### config.mk
export PLATFORM = sky130hd
export DESIGN_NAME = sifhTop
export DESIGN_NICKNAME = d
export VERILOG_FILES = /design/src/verilog/wbRegPkg.sv /design/src/verilog/sifhPkg.sv /design/src/verilog/sifhTop.sv /design/src/verilog/sifhRegs.sv /design/src/verilog/sifhFrameCtrl.sv /design/src/verilog/sifhHistogram.sv /design/src/verilog/sifhWindow.sv
export SDC_FILE = /design/constraint.sdc
export NUM_CORES = 1
export LEC_CHECK = 0
export BUFFER_PORTS_ARGS = -buffer_cell sky130_fd_sc_hd__buf_4
export CORE_ASPECT_RATIO = 2
export CORE_UTILIZATION = 25
export CTS_BUF_LIST = sky130_fd_sc_hd__clkbuf_8 sky130_fd_sc_hd__clkbuf_16
export CTS_CLUSTER_DIAMETER = 100
export CTS_CLUSTER_SIZE = 25
export DETAILED_ROUTE_END_ITERATION = 10
export GPL_TIMING_DRIVEN = 0
export PLACE_DENSITY = 0.41
export REMOVE_ABC_BUFFERS = 1
export SLEW_MARGIN = 40
export SYNTH_ARGS = -nofsm -noshare
export SYNTH_HDL_FRONTEND = slang
export SYNTH_SLANG_ARGS = --single-unit
### constraint.sdc
create_clock -name clk -period 14.9 [get_ports clk]
set_input_delay 2.98 -clock clk [delete_from_list [all_inputs] [get_ports clk]]
set_output_delay 2.98 -clock clk [all_outputs]
set_load 0.01 [all_outputs]
### src/verilog/wbRegPkg.sv
/*
 * Wishbone classic bus types and register map of the SiFH block
 */

package wbRegPkg;

    localparam int WB_ADR_W = 4;
    localparam int WB_DAT_W = 8;

    // Master to slave
    typedef struct packed {
        logic                cyc;
        logic                stb;
        logic                we;
        logic [WB_ADR_W-1:0] adr;
        logic [WB_DAT_W-1:0] dat;
    } wbReqT;

    // Slave to master
    typedef struct packed {
        logic                ack;
        logic [WB_DAT_W-1:0] dat;
    } wbRspT;

    typedef enum logic [WB_ADR_W-1:0] {
        REG_CTRL    = 4'd0,  // Bit 0 enable
        REG_ACQNUM  = 4'd1,  // Acquisitions per pass
        REG_STATUS  = 4'd2,  // Done and frame count
        REG_RESULT0 = 4'd4,
        REG_RESULT1 = 4'd5,
        REG_RESULT2 = 4'd6,
        REG_RESULT3 = 4'd7
    } regAdrE;

endpackage

### src/verilog/sifhPkg.sv
/*
 * SiFH histogram geometry and datapath types
 * Pixel, bin and pass constants plus the structs that move between stages
 */

package sifhPkg;

    // ****************************************
    // Geometry
    // ****************************************
    localparam int NP         = 8;   // Timestamp width
    localparam int NB         = 4;   // Bin address width
    localparam int BINS       = 16;  // Bins per histogram
    localparam int PIXELS     = 4;   // Pixels per frame
    localparam int SAMPLES    = 4;   // Timestamps per pixel per acquisition
    localparam int TOTAL_BINS = 64;  // PIXELS * BINS
    localparam int CNT_W      = 8;   // Bin count width, saturating
    localparam int HALF_WIN   = 8;   // Half the fine window
    localparam int DRAIN      = 3;   // Stall cycles after last sample of a pass

    // ****************************************
    // Types
    // ****************************************
    typedef enum logic {
        PASS_COARSE = 1'b0,
        PASS_FINE   = 1'b1
    } passE;

    // One timestamp tagged with its pixel
    typedef struct packed {
        logic [NP-1:0] timestamp;
        logic [1:0]    pixel;
    } sampleT;

    // Binning request from filter to histogram
    typedef struct packed {
        logic          valid;
        logic [1:0]    pixel;
        logic [NB-1:0] bin;
        passE          pass;
    } binReqT;

    // Running peak of one pixel
    typedef struct packed {
        logic [NB-1:0]    bin;
        logic [CNT_W-1:0] count;
    } peakT;

    // Fine window of one pixel
    typedef struct packed {
        logic [NP-1:0] start;
    } windowT;

    typedef logic [PIXELS-1:0][NP-1:0] resultT;  // Final timestamp per pixel

endpackage
### src/verilog/sifhTop.sv
/*
 * SiFH timing histogram engine, top level
 * Frame controller, window filter, histogram and Wishbone register block
 */
`timescale 1ns/1ps

module sifhTop (
    input  logic            clk,
    input  logic            combin_res,
    input  logic            sampleValid,
    input  logic [7:0]      sampleData,
    output logic            sampleReady,
    input  wbRegPkg::wbReqT wbReq,
    output wbRegPkg::wbRspT wbRsp
);
    import sifhPkg::*;

    logic                take;
    logic [1:0]          pixel;
    passE                pass;
    logic                passEnd;
    logic                enable;
    logic [7:0]          acqNum;
    sampleT              sample;
    binReqT              binReq;
    peakT [PIXELS-1:0]   peak;
    resultT              result;
    logic                resultLoad;

    // Pixel index comes from the counters, not the stream
    assign sample = '{timestamp: sampleData, pixel: pixel};

    sifhFrameCtrl u_sifhFrameCtrl (
        .clk        (clk),
        .combin_res (combin_res),
        .sampleValid(sampleValid),
        .enable     (enable),
        .acqNum     (acqNum),
        .sampleReady(sampleReady),
        .take       (take),
        .pixel      (pixel),
        .pass       (pass),
        .passEnd    (passEnd)
    );

    sifhWindow u_sifhWindow (
        .clk        (clk),
        .combin_res (combin_res),
        .take       (take),
        .sample     (sample),
        .pass       (pass),
        .passEnd    (passEnd),
        .coarsePeak (peak),      // Same histogram serves both passes
        .finePeak   (peak),
        .binReq     (binReq),
        .result     (result),
        .resultLoad (resultLoad)
    );

    sifhHistogram u_sifhHistogram (
        .clk        (clk),
        .combin_res (combin_res),
        .binReq     (binReq),
        .passEnd    (passEnd),
        .peak       (peak)
    );

    sifhRegs u_sifhRegs (
        .clk        (clk),
        .combin_res (combin_res),
        .wbReq      (wbReq),
        .wbRsp      (wbRsp),
        .result     (result),
        .resultLoad (resultLoad),
        .enable     (enable),
        .acqNum     (acqNum)
    );

endmodule

### src/verilog/sifhRegs.sv
/*
 * SiFH register block
 * Wishbone classic slave for control, status, frame count and results
 */
`timescale 1ns/1ps

module sifhRegs (
    input  logic            clk,
    input  logic            combin_res,
    input  wbRegPkg::wbReqT wbReq,
    output wbRegPkg::wbRspT wbRsp,
    input  sifhPkg::resultT result,
    input  logic            resultLoad,
    output logic            enable,
    output logic [7:0]      acqNum
);
    import sifhPkg::*;
    import wbRegPkg::*;

    logic                done;
    logic [6:0]          frameCnt;  // Wraps
    resultT              resultQ;
    logic                access;
    regAdrE              adr;
    logic [WB_DAT_W-1:0] rdData;

    assign access = wbReq.cyc && wbReq.stb && !wbRsp.ack;  // One ack per access
    assign adr    = regAdrE'(wbReq.adr);

    // ****************************************
    // Read mux
    // ****************************************
    always_comb begin
        case (adr)
            REG_CTRL:    rdData = {7'd0, enable};
            REG_ACQNUM:  rdData = acqNum;
            REG_STATUS:  rdData = {done, frameCnt};
            REG_RESULT0: rdData = resultQ[0];
            REG_RESULT1: rdData = resultQ[1];
            REG_RESULT2: rdData = resultQ[2];
            REG_RESULT3: rdData = resultQ[3];
            default:     rdData = '0;  // Unmapped reads as zero
        endcase
    end

    // ****************************************
    // Register updates
    // ****************************************
    always_ff @(posedge clk or negedge combin_res) begin
        if (!combin_res) begin
            wbRsp    <= '0;
            enable   <= 1'b0;
            acqNum   <= 8'd1;
            done     <= 1'b0;
            frameCnt <= '0;
            resultQ  <= '0;
        end else begin
            wbRsp.ack <= access;
            wbRsp.dat <= rdData;  // Data valid with ack
            if (access && wbReq.we) begin
                case (adr)
                    REG_CTRL:   enable <= wbReq.dat[0];
                    REG_ACQNUM: begin
                        if (wbReq.dat != '0) acqNum <= wbReq.dat;  // Zero ignored
                    end
                    REG_STATUS: done <= 1'b0;  // Any value clears done
                    default: ;
                endcase
            end
            // New frame result, wins over a done clear
            if (resultLoad) begin
                resultQ  <= result;
                frameCnt <= frameCnt + 7'd1;
                done     <= 1'b1;
            end
        end
    end

endmodule

### src/verilog/sifhFrameCtrl.sv
/*
 * SiFH frame controller
 * Counts samples, pixels and acquisitions, stalls the stream and sequences passes
 */
`timescale 1ns/1ps

module sifhFrameCtrl (
    input  logic          clk,
    input  logic          combin_res,
    input  logic          sampleValid,
    input  logic          enable,
    input  logic [7:0]    acqNum,
    output logic          sampleReady,
    output logic          take,
    output logic [1:0]    pixel,
    output sifhPkg::passE pass,
    output logic          passEnd
);
    import sifhPkg::*;

    typedef enum logic [1:0] {
        IDLE,
        RUN,
        DRAIN
    } stateE;

    stateE      state;
    logic [1:0] sampleCnt;   // Sample within pixel
    logic [7:0] acqCnt;      // Acquisition within pass
    logic [1:0] drainCnt;
    logic       lastSample;

    assign sampleReady = (state == RUN) && enable;
    assign take        = sampleValid && sampleReady;
    assign lastSample  = (sampleCnt == 2'(SAMPLES - 1)) && (pixel == 2'(PIXELS - 1)) &&
                         ({1'b0, acqCnt} + 9'd1 >= {1'b0, acqNum});
    assign passEnd     = (state == DRAIN) && (drainCnt == 2'(sifhPkg::DRAIN - 1));

    always_ff @(posedge clk or negedge combin_res) begin
        if (!combin_res) begin
            state     <= IDLE;
            sampleCnt <= '0;
            pixel     <= '0;
            acqCnt    <= '0;
            drainCnt  <= '0;
            pass      <= PASS_COARSE;
        end else begin
            case (state)
                IDLE: begin
                    if (enable) state <= RUN;  // Counters resume where they stopped
                end
                RUN: begin
                    if (take) begin
                        if (sampleCnt == 2'(SAMPLES - 1)) begin
                            sampleCnt <= '0;
                            if (pixel == 2'(PIXELS - 1)) begin
                                pixel  <= '0;
                                acqCnt <= lastSample ? 8'd0 : acqCnt + 8'd1;
                            end else begin
                                pixel <= pixel + 2'd1;
                            end
                        end else begin
                            sampleCnt <= sampleCnt + 2'd1;
                        end
                        if (lastSample) begin
                            state    <= DRAIN;  // Let the pipeline retire
                            drainCnt <= '0;
                        end
                    end else if (!enable) begin
                        state <= IDLE;
                    end
                end
                DRAIN: begin
                    if (passEnd) begin
                        drainCnt <= '0;
                        state    <= enable ? RUN : IDLE;
                        pass     <= (pass == PASS_COARSE) ? PASS_FINE : PASS_COARSE;
                    end else begin
                        drainCnt <= drainCnt + 2'd1;
                    end
                end
                default: state <= IDLE;
            endcase
        end
    end

endmodule

### src/verilog/sifhHistogram.sv
/*
 * SiFH histogram builder with peak tracking
 * Lazily cleared bin memory, two stage read-modify-write, per pixel running peak
 */
`timescale 1ns/1ps

module sifhHistogram (
    input  logic                                clk,
    input  logic                                combin_res,
    input  sifhPkg::binReqT                     binReq,
    input  logic                                passEnd,
    output sifhPkg::peakT [sifhPkg::PIXELS-1:0] peak
);
    import sifhPkg::*;

    localparam int ADR_W = $clog2(TOTAL_BINS);

    // ****************************************
    // Bin memory
    // ****************************************
    logic [CNT_W-1:0]      binMem [TOTAL_BINS];
    logic [TOTAL_BINS-1:0] binValid;   // 0 means count reads as zero
    logic [ADR_W-1:0]      reqAdr;

    // Stage 1, read
    binReqT                s1Req;
    logic [CNT_W-1:0]      s1Rd;       // Raw memory word
    logic                  s1Hit;      // Bin written this pass
    logic [ADR_W-1:0]      s1Adr;

    // Stage 2, write and forward
    logic                  s2Valid;
    logic [ADR_W-1:0]      s2Adr;
    logic [CNT_W-1:0]      s2Cnt;

    logic                  fwd;
    logic [CNT_W-1:0]      oldCnt;
    logic [CNT_W-1:0]      incCnt;

    assign reqAdr = {binReq.pixel, binReq.bin};  // Pixel selects the histogram
    assign s1Adr  = {s1Req.pixel, s1Req.bin};

    // Synchronous read like a block RAM
    always_ff @(posedge clk) begin
        s1Rd <= binMem[reqAdr];
    end

    always_ff @(posedge clk or negedge combin_res) begin
        if (!combin_res) begin
            s1Req <= '0;
            s1Hit <= 1'b0;
        end else begin
            s1Req <= binReq;
            s1Hit <= binValid[reqAdr];
        end
    end

    // ****************************************
    // Increment with forwarding and saturation
    // ****************************************
    always_comb begin
        fwd = s2Valid && (s2Adr == s1Adr);  // Previous write not yet seen by read
        if (fwd)
            oldCnt = s2Cnt;
        else if (s1Hit)
            oldCnt = s1Rd;
        else
            oldCnt = '0;                    // Cleared bin
        incCnt = (oldCnt == {CNT_W{1'b1}}) ? oldCnt : oldCnt + 1'b1;
    end

    always_ff @(posedge clk) begin
        if (s1Req.valid) begin
            binMem[s1Adr] <= incCnt;
        end
        s2Adr <= s1Adr;
        s2Cnt <= incCnt;
    end

    always_ff @(posedge clk or negedge combin_res) begin
        if (!combin_res) begin
            binValid <= '0;
            s2Valid  <= 1'b0;
            peak     <= '0;
        end else if (passEnd) begin
            binValid <= '0;   // Whole memory cleared in one cycle
            s2Valid  <= 1'b0;
            peak     <= '0;
        end else begin
            s2Valid <= s1Req.valid;
            if (s1Req.valid) begin
                binValid[s1Adr] <= 1'b1;
                // Strictly greater, ties keep the earlier bin
                if (incCnt > peak[s1Req.pixel].count) begin
                    peak[s1Req.pixel].bin   <= s1Req.bin;
                    peak[s1Req.pixel].count <= incCnt;
                end
            end
        end
    end

endmodule

### src/verilog/sifhWindow.sv
/*
 * SiFH sample filter and window unit
 * Bins samples per pass, derives fine windows from coarse peaks, forms results
 */
`timescale 1ns/1ps

module sifhWindow (
    input  logic                                clk,
    input  logic                                combin_res,
    input  logic                                take,
    input  sifhPkg::sampleT                     sample,
    input  sifhPkg::passE                       pass,
    input  logic                                passEnd,
    input  sifhPkg::peakT [sifhPkg::PIXELS-1:0] coarsePeak,
    input  sifhPkg::peakT [sifhPkg::PIXELS-1:0] finePeak,
    output sifhPkg::binReqT                     binReq,
    output sifhPkg::resultT                     result,
    output logic                                resultLoad
);
    import sifhPkg::*;

    windowT [PIXELS-1:0] win;    // Current window per pixel
    logic [NP-1:0]       curStart;
    logic [NP-1:0]       offset;
    logic                inWin;

    // Window start from a coarse peak bin, clipped at both ends
    function automatic windowT calcWindow(input logic [NB-1:0] peakBin);
        logic [NP:0] centre;
        windowT      w;
        centre = (NP+1)'(int'(peakBin) * BINS);
        if (centre < (NP+1)'(HALF_WIN))
            w.start = '0;                                     // Low edge
        else if (centre + (NP+1)'(HALF_WIN) > (NP+1)'(2**NP - 1))
            w.start = NP'(2**NP - BINS);                      // High edge
        else
            w.start = NP'(centre - (NP+1)'(HALF_WIN));
        return w;
    endfunction

    // ****************************************
    // Sample filter
    // ****************************************
    always_comb begin
        curStart = win[sample.pixel].start;
        offset   = sample.timestamp - curStart;  // Shift into window
        inWin    = (sample.timestamp >= curStart) &&
                   ({1'b0, sample.timestamp} <= {1'b0, curStart} + (NP+1)'(BINS - 1));
    end

    always_ff @(posedge clk or negedge combin_res) begin
        if (!combin_res) begin
            binReq <= '0;
        end else begin
            binReq.valid <= take && ((pass == PASS_COARSE) || inWin);  // Drop outside window
            binReq.pixel <= sample.pixel;
            binReq.bin   <= (pass == PASS_COARSE) ? sample.timestamp[NP-1 -: NB]
                                                  : offset[NB-1:0];
            binReq.pass  <= pass;
        end
    end

    // ****************************************
    // Windows and results
    // ****************************************
    always_ff @(posedge clk or negedge combin_res) begin
        if (!combin_res) begin
            win        <= '0;
            resultLoad <= 1'b0;
        end else begin
            resultLoad <= passEnd && (pass == PASS_FINE);  // One cycle pulse
            if (passEnd && (pass == PASS_COARSE)) begin
                for (int p = 0; p < PIXELS; p++) begin
                    win[p] <= calcWindow(coarsePeak[p].bin);
                end
            end
        end
    end

    // Fine peak back into absolute time
    always_ff @(posedge clk) begin
        if (passEnd && (pass == PASS_FINE)) begin
            for (int p = 0; p < PIXELS; p++) begin
                result[p] <= NP'(finePeak[p].bin) + win[p].start;
            end
        end
    end

endmodule

==> reports/qor.tcl, run 1 <==
set qor(worstPathArrival_ps) 6770
set qor(ctsLongestPathBuffers) 3
set qor(cts_setup_buffers) 0
set qor(stdcell_count) 3638
set qor(ys_dominant_reg_cell) {edfxtp_1}
set qor(hold_violations) 0
set qor(place.port_buffers) 35
set qor(final-setup-viol-count) 0
set qor(overall_overflow_remaining_after_global_route) 0
set qor(distinct_cell_type_count_after_synthesis) 65
set qor(crit_path_largest_cell_delay_ps) 870
set qor(drt_drc_violations_left) 0
set qor(route.vias.total) 16432
set qor(synth_top_cells_by_count) {edfxtp_1 (544), dfrtp_1 (223), nor2_1 (205), mux4_2 (202), nand2_1 (115)}
set qor(power-per-cell-area_nw_per_um2) 106
set qor(wire_length_of_the_first_global_routing_pass_mm) 126
set qor(finClkSkew_ps) 41.2
set qor(postLayoutCellArea_sq_um) 36200
set qor(floorplan.core_area_sq_um) 128000
set qor(timing.critical_path.fanout_max) 22
set qor(max-vdd-ir-drop_mv) 0.0624
set qor(detailed_place.area_sq_um) 35200
set qor(avgViaCountPerCell) 4.52
set qor(critPathSlowestCell) {dfrtp_1}
set qor(drt_pass1_iterations) 5
set qor(critical_path.endpoint_type) {flop}
set qor(critical_path_buf_inv_count) 1
set qor(synth_async_reset_ratio_pct) 28.4
set qor(cts-resized-gates) 0
set qor(timing.setup.tns_ps) 0
set qor(fmaxAchievable_mhz) 161
set qor(postRouteWirelength_mm) 85.3
set qor(gr-usage-all-layers_pct) 13.2
set qor(final_nets) 1993
set qor(cell_count_after_placement) 3572
set qor(first_global_vias) 17808
set qor(dp_hpwl_mm) 61.3
set qor(cap_viol_max_count) 0
set qor(relSlewSlack_pct) 40.6
set qor(synth_seq_cells) 790
set qor(critical_path.top_delay_family) {simple AND/OR/NAND/NOR gates}
set qor(hold_path_class) {flop to flop}
set qor(tightestPinTransition_ps) 866
set qor(die_area_sq_um) 131000
set qor(syn_avg_cell_area_sq_um) 17.0
set qor(timing.reg2reg.setup_slack_ps) 8700
set qor(start_util_pct) 25.2
set qor(static-leakage-power_nw) 13.0
set qor(synth_edf_count) 544
set qor(grt_setup_unrepaired) {false}
set qor(netlist.area_leader.share_pct) 50.6
set qor(cts.sinks) 790
set qor(synth.top_cells.by_area) {edfxtp_1 (51%), dfrtp_1 (17%), mux4_2 (14%)}
set qor(htree_levels) 2
set qor(criticalPathCategory) {flop to flop}
set qor(root_buffer) {clkbuf_16}
set qor(synthMostInstantiatedCell) {edfxtp_1}
set qor(worst_setup_path_start_kind) {flop}
set qor(synth-warning-count) 0
set qor(cts.reportedPaths.clkPinSlew_ps) 110
set qor(sequential_area_share_after_synthesis_pct) 69.3
set qor(run_status) {completed}
set qor(syn-cell-area_sq_um) 32300
set qor(numCtsBuffers) 37
set qor(floorplan.rows) 186
set qor(crit_path_cell_trace) {xor2_1, or3_4, nor2_8, nand2_1, o21ai_1, ha_1, o21ai_2, nor3_4, mux2i_1, inv_4, ha_1, a21oi_1, o21a_1, o31ai_2, nand2_1, nor3_1, a22o_1}
set qor(number_of_instances_in_the_synthesized_netlist) 1897
set qor(hold_buffers) 0
set qor(die_height_um) 510
set qor(insertion_delay_ps) 650
set qor(timing.critical_path.required_ps) 15470
set qor(synthToLayoutAreaGrowth_pct) 12.3
set qor(gp_congestion) 0.808
set qor(drive_above_1_share_pct) 23.6
set qor(cts_tree) {done}
set qor(top_cell_type_by_total_area_after_synthesis) {edfxtp_1}
set qor(slew_violations) 0
set qor(antenna_found_initial) 1
set qor(detailedRoute.firstIterationViolations) 992
set qor(io_pins) 36
set qor(antenna_violating_nets_post_route) 0
set qor(die_x_um) 256
set qor(detail_route.wl_per_cell_um) 23.5
set qor(layout_worst_path_cycle_share_pct) 41.6
set qor(period_minus_slack_ps) 6200
set qor(grt_max_degree) 69
## logic make-up after synthesis
kind of cell,count (synthesis),share of synthesized area [%]
AOI/OAI and AO/OA,181,3.71
xor gates and xnor gates,35,0.973
adders and majority gates,48,1.86
buffers and inverters,133,1.76
DFF,790,69.3
muxes,264,16.2
and+or+nand+nor,446,6.17
## sequential cells by signal (all words and copies together), names as in the netlist, 7 cells and up
| name | flops |
|---|---|
| u_sifhFrameCtrl.acqCnt | 8 |
| u_sifhHistogram.binMem | 512 |
| u_sifhHistogram.binValid | 64 |
| u_sifhHistogram.peak | 48 |
| u_sifhHistogram.s1Rd | 8 |
| u_sifhHistogram.s2Cnt | 8 |
| u_sifhRegs.acqNum | 8 |
| u_sifhRegs.frameCnt | 7 |
| u_sifhRegs.resultQ | 32 |
| u_sifhRegs.wbRsp | 9 |
| u_sifhWindow.binReq | 7 |
| u_sifhWindow.result | 32 |
| u_sifhWindow.win | 20 |
## cell usage in the layout, fill, tap and decap left out, drive strengths merged, types with 38 or more instances in the layout
cell type and n:
nor2 206, dfrtp 223, ha 48, inv 71, nand2 116, mux4 202, buf 69, edfxtp 544
mux2 42, o21ai 75, clkbuf 38
## final timing paths
check / depth (start not counted) / from / endpoint
max: 17 / u_sifhHistogram.s1Adr[3] / u_sifhHistogram.peak[9]
min: 0 / u_sifhWindow.binReq[7] / u_sifhHistogram.s1Req[7]
max reg2reg: 17 / u_sifhHistogram.s1Adr[3] / u_sifhHistogram.peak[9]
min reg2reg: 0 / u_sifhWindow.binReq[7] / u_sifhHistogram.s1Req[7]
max in group asynchronous: 4 / combin_res / u_sifhWindow.binReq[1]
min in group asynchronous: 1 / combin_res / u_sifhHistogram.binValid[18]
## metal layers
metal  GRT usage, %  share of wire, %  vias up
met2           28.1                61      221
met1           12.5                33     8785
met5              0                 0        -
met4           5.21               3.6        0
met3           1.27               2.0      107
li1               -                 -     7319
## cell type report
cell class	count	area, sq um
Fill cell	12698	92000
Sequential cell	790	22400
Multi-Input combinational cell	974	9560
Tap cell	1692	2120
Clock buffer	38	951
Timing Repair Buffer	69	898
Inverter	47	194
Clock inverter	27	120
Antenna cell	1	2.50
## where the power goes
part           leakage [nW]  total (mW)  switching (mW)  internal, mW
clock                 0.611        1.19           0.720         0.473
combinational          3.87       0.245           0.138         0.106
sequential             8.57        2.41          0.0450          2.37
total                  13.0        3.85           0.904          2.95
## metrics by stage
step	setup WS (ps)	util [%]	hold WS, ps	power, mW
finish	8700	28.3	382	3.85
global route	8380	28.3	403	3.99
CTS	8570	28.3	389	3.91
detailed placement	8620	27.4	356	2.71
global placement	4230	26.7	378	2.71
floorplan	7660	-	331	2.60
(Power assumes the default switching activity.)
==> inputs of run 2 (changes only) <==
PLACE_DENSITY = 0.43   (was 0.41)
clock period = 5.13 ns   (was 14.9 ns; I/O delays follow)
==> reports/qor.tcl, run 2 (synthesized netlist as in run 1, its figures left out) <==
set qor(run_status) {completed}
set qor(timing.setup.tns_ps) 0
set qor(drt_pass1_iterations) 4
set qor(p_int_mw) 8.62
set qor(hold_path_class) {primary input to async pin}
set qor(start_util_pct) 25.2
set qor(cap_viol_max_count) 0
set qor(finClkSkew_ps) 30.7
set qor(hold_buffers) 0
set qor(timing.critical_path.fanout_max) 26
set qor(detail_route.wl_per_cell_um) 22.8
set qor(timing.reg2reg.setup_slack_ps) 200
set qor(final_nets) 2002
set qor(grt_max_degree) 70
set qor(place.port_buffers) 35
set qor(p_clk_share_pct) 31.4
set qor(postRouteWirelength_mm) 83.2
set qor(detailed_place.area_sq_um) 35100
set qor(mostFrequentLayoutCell) {edfxtp_1}
set qor(critical_path_buf_inv_count) 1
set qor(die_x_um) 256
set qor(gp_congestion) 0.797
set qor(mostFrequentLayoutCells) {edfxtp_1 (544), dfrtp_1 (213), mux4_2 (202)}
set qor(gr-usage-all-layers_pct) 12.9
set qor(critPathSlowestCell) {dfrtp_4}
set qor(period_minus_slack_ps) 4930
set qor(fmaxAchievable_mhz) 203
set qor(wire_length_of_the_first_global_routing_pass_mm) 123
set qor(numCtsBuffers) 38
set qor(comb_pwr_share_pct) 6.4
set qor(reg_top3) {u_sifhHistogram.binMem (512), u_sifhHistogram.binValid (64), u_sifhHistogram.peak (48)}
set qor(criticalPathCategory) {flop to flop}
set qor(slew_violations) 0
set qor(floorplan.rows) 186
set qor(critical_path.endpoint_type) {flop}
set qor(detailedRoute.firstIterationViolations) 1156
set qor(max-vdd-ir-drop_mv) 0.196
set qor(ctsLongestPathBuffers) 3
set qor(relative_contribution_of_sequential_cells_to_total_power_pct) 62.2
set qor(drive_above_1_share_pct) 24.7
set qor(antenna_violating_nets_post_route) 0
set qor(hold_violations) 0
set qor(relSlewSlack_pct) 44.6
set qor(postLayoutCellArea_sq_um) 36500
set qor(tightestPinTransition_ps) 826
set qor(crit_path_frequent_cell) {nand2_1}
set qor(worstReg2RegStart) {u_sifhHistogram.s1Adr[3]}
set qor(layout_worst_path_cycle_share_pct) 96.1
set qor(die_height_um) 510
set qor(p_sw_mw) 2.64
set qor(timing.critical_path.required_ps) 5690
set qor(cts_tree) {done}
set qor(htree_levels) 2
set qor(drt_drc_violations_left) 0
set qor(power-per-cell-area_nw_per_um2) 308
set qor(avgViaCountPerCell) 4.48
set qor(io_pins) 36
set qor(final-setup-viol-count) 0
set qor(antenna_found_initial) 2
set qor(root_buffer) {clkbuf_16}
set qor(dp_hpwl_mm) 59.9
set qor(largest-register) {u_sifhHistogram.binMem}
set qor(crit_path_cell_trace) {xor2_1, or3_4, nor2_8, nand2_1, o21ai_1, ha_2, o21ai_2, o311ai_2, xnor2_2, inv_6, ha_1, nand2_1, o21a_1, o31ai_4, nand2_1, nor2_1, a22o_1}
set qor(worst_setup_path_start_kind) {flop}
set qor(worst_r2r_endpoint) {u_sifhHistogram.peak[34]}
set qor(max_reg_flops) 512
set qor(synthToLayoutAreaGrowth_pct) 13.2
set qor(cts.sinks) 790
set qor(overall_overflow_remaining_after_global_route) 0
set qor(floorplan.core_area_sq_um) 128000
set qor(worstPathArrival_ps) 5500
set qor(first_global_vias) 17754
set qor(worst-r2r-cell-count) 17
set qor(cts.reportedPaths.clkPinSlew_ps) 110
set qor(critical_path.top_delay_family) {compound AO/OA/AOI/OAI gates}
set qor(die_area_sq_um) 131000
set qor(grt_setup_unrepaired) {true}
set qor(insertion_delay_ps) 620
set qor(switching_share_of_power_pct) 23.5
set qor(crit_path_largest_cell_delay_ps) 610
set qor(route.vias.total) 16365
set qor(static-leakage-power_nw) 13.2
## run 2: cell type report
class / instances / area, sq um
Antenna cell: 2 / 5.00
Fill cell: 12646 / 91700
Inverter: 47 / 220
Clock buffer: 39 / 976
Tap cell: 1692 / 2120
Multi-Input combinational cell: 974 / 9650
Clock inverter: 31 / 168
Timing Repair Buffer: 77 / 978
Sequential cell: 790 / 22400
## run 2: how the worst max path moves through the flow
stage                             startpoint                        to  slack [ps]  cells after the start
global placement      u_sifhWindow.binReq[1]     u_sifhHistogram.s1Hit       -5300                      3
CTS                 u_sifhHistogram.s1Adr[3]   u_sifhHistogram.peak[0]           6                     17
floorplan             u_sifhWindow.binReq[1]     u_sifhHistogram.s1Hit       -2110                      3
global route        u_sifhHistogram.s1Adr[3]  u_sifhHistogram.peak[31]         -10                     17
finish              u_sifhHistogram.s1Adr[3]  u_sifhHistogram.peak[34]         200                     17
detailed placement  u_sifhHistogram.s1Adr[3]  u_sifhHistogram.peak[41]        -930                     17
## run 2: power groups by stage
stage          Combinational (mW)  Clock, mW  Sequential, mW
2_1_floorplan               0.420          0            7.13
3_3_place_gp                0.645          0            7.21
3_5_place_dp                0.727          0            7.15
4_1_cts                     0.734       3.69            7.01
5_1_grt                     0.785       3.86            7.02
6_report                    0.720       3.54            7.00
## run 2: repair_timing
action                                  4_1_cts  5_1_grt
gates resized for setup                      15       15
endpoints found under the setup margin       48       48
setup buffers                                 4        6
pin swaps                                     2        5
## run 2: metrics by stage
stage | total power, mW | util [%] | hold WS (ps) | cells | setup WS, ps
2_1_floorplan | 7.55 | - | 331 | 1811 | -2110
3_3_place_gp | 7.86 | 26.7 | 386 | 3538 | -5300
3_5_place_dp | 7.87 | 27.4 | 358 | 3570 | -929
4_1_cts | 11.4 | 28.4 | 278 | 3644 | 5.54
5_1_grt | 11.7 | 28.5 | 283 | 3651 | -10.6
6_report | 11.3 | 28.5 | 279 | 3652 | 198
## run 2: per-layer routing
layer | vias to the layer above | GRT usage, % | routed length (um)
li1 | 7354 | - | -
met1 | 8649 | 12.3 | 27600
met2 | 273 | 27.5 | 51300
met3 | 89 | 1.18 | 1820
met4 | 0 | 4.32 | 2540
met5 | - | 0 | 0
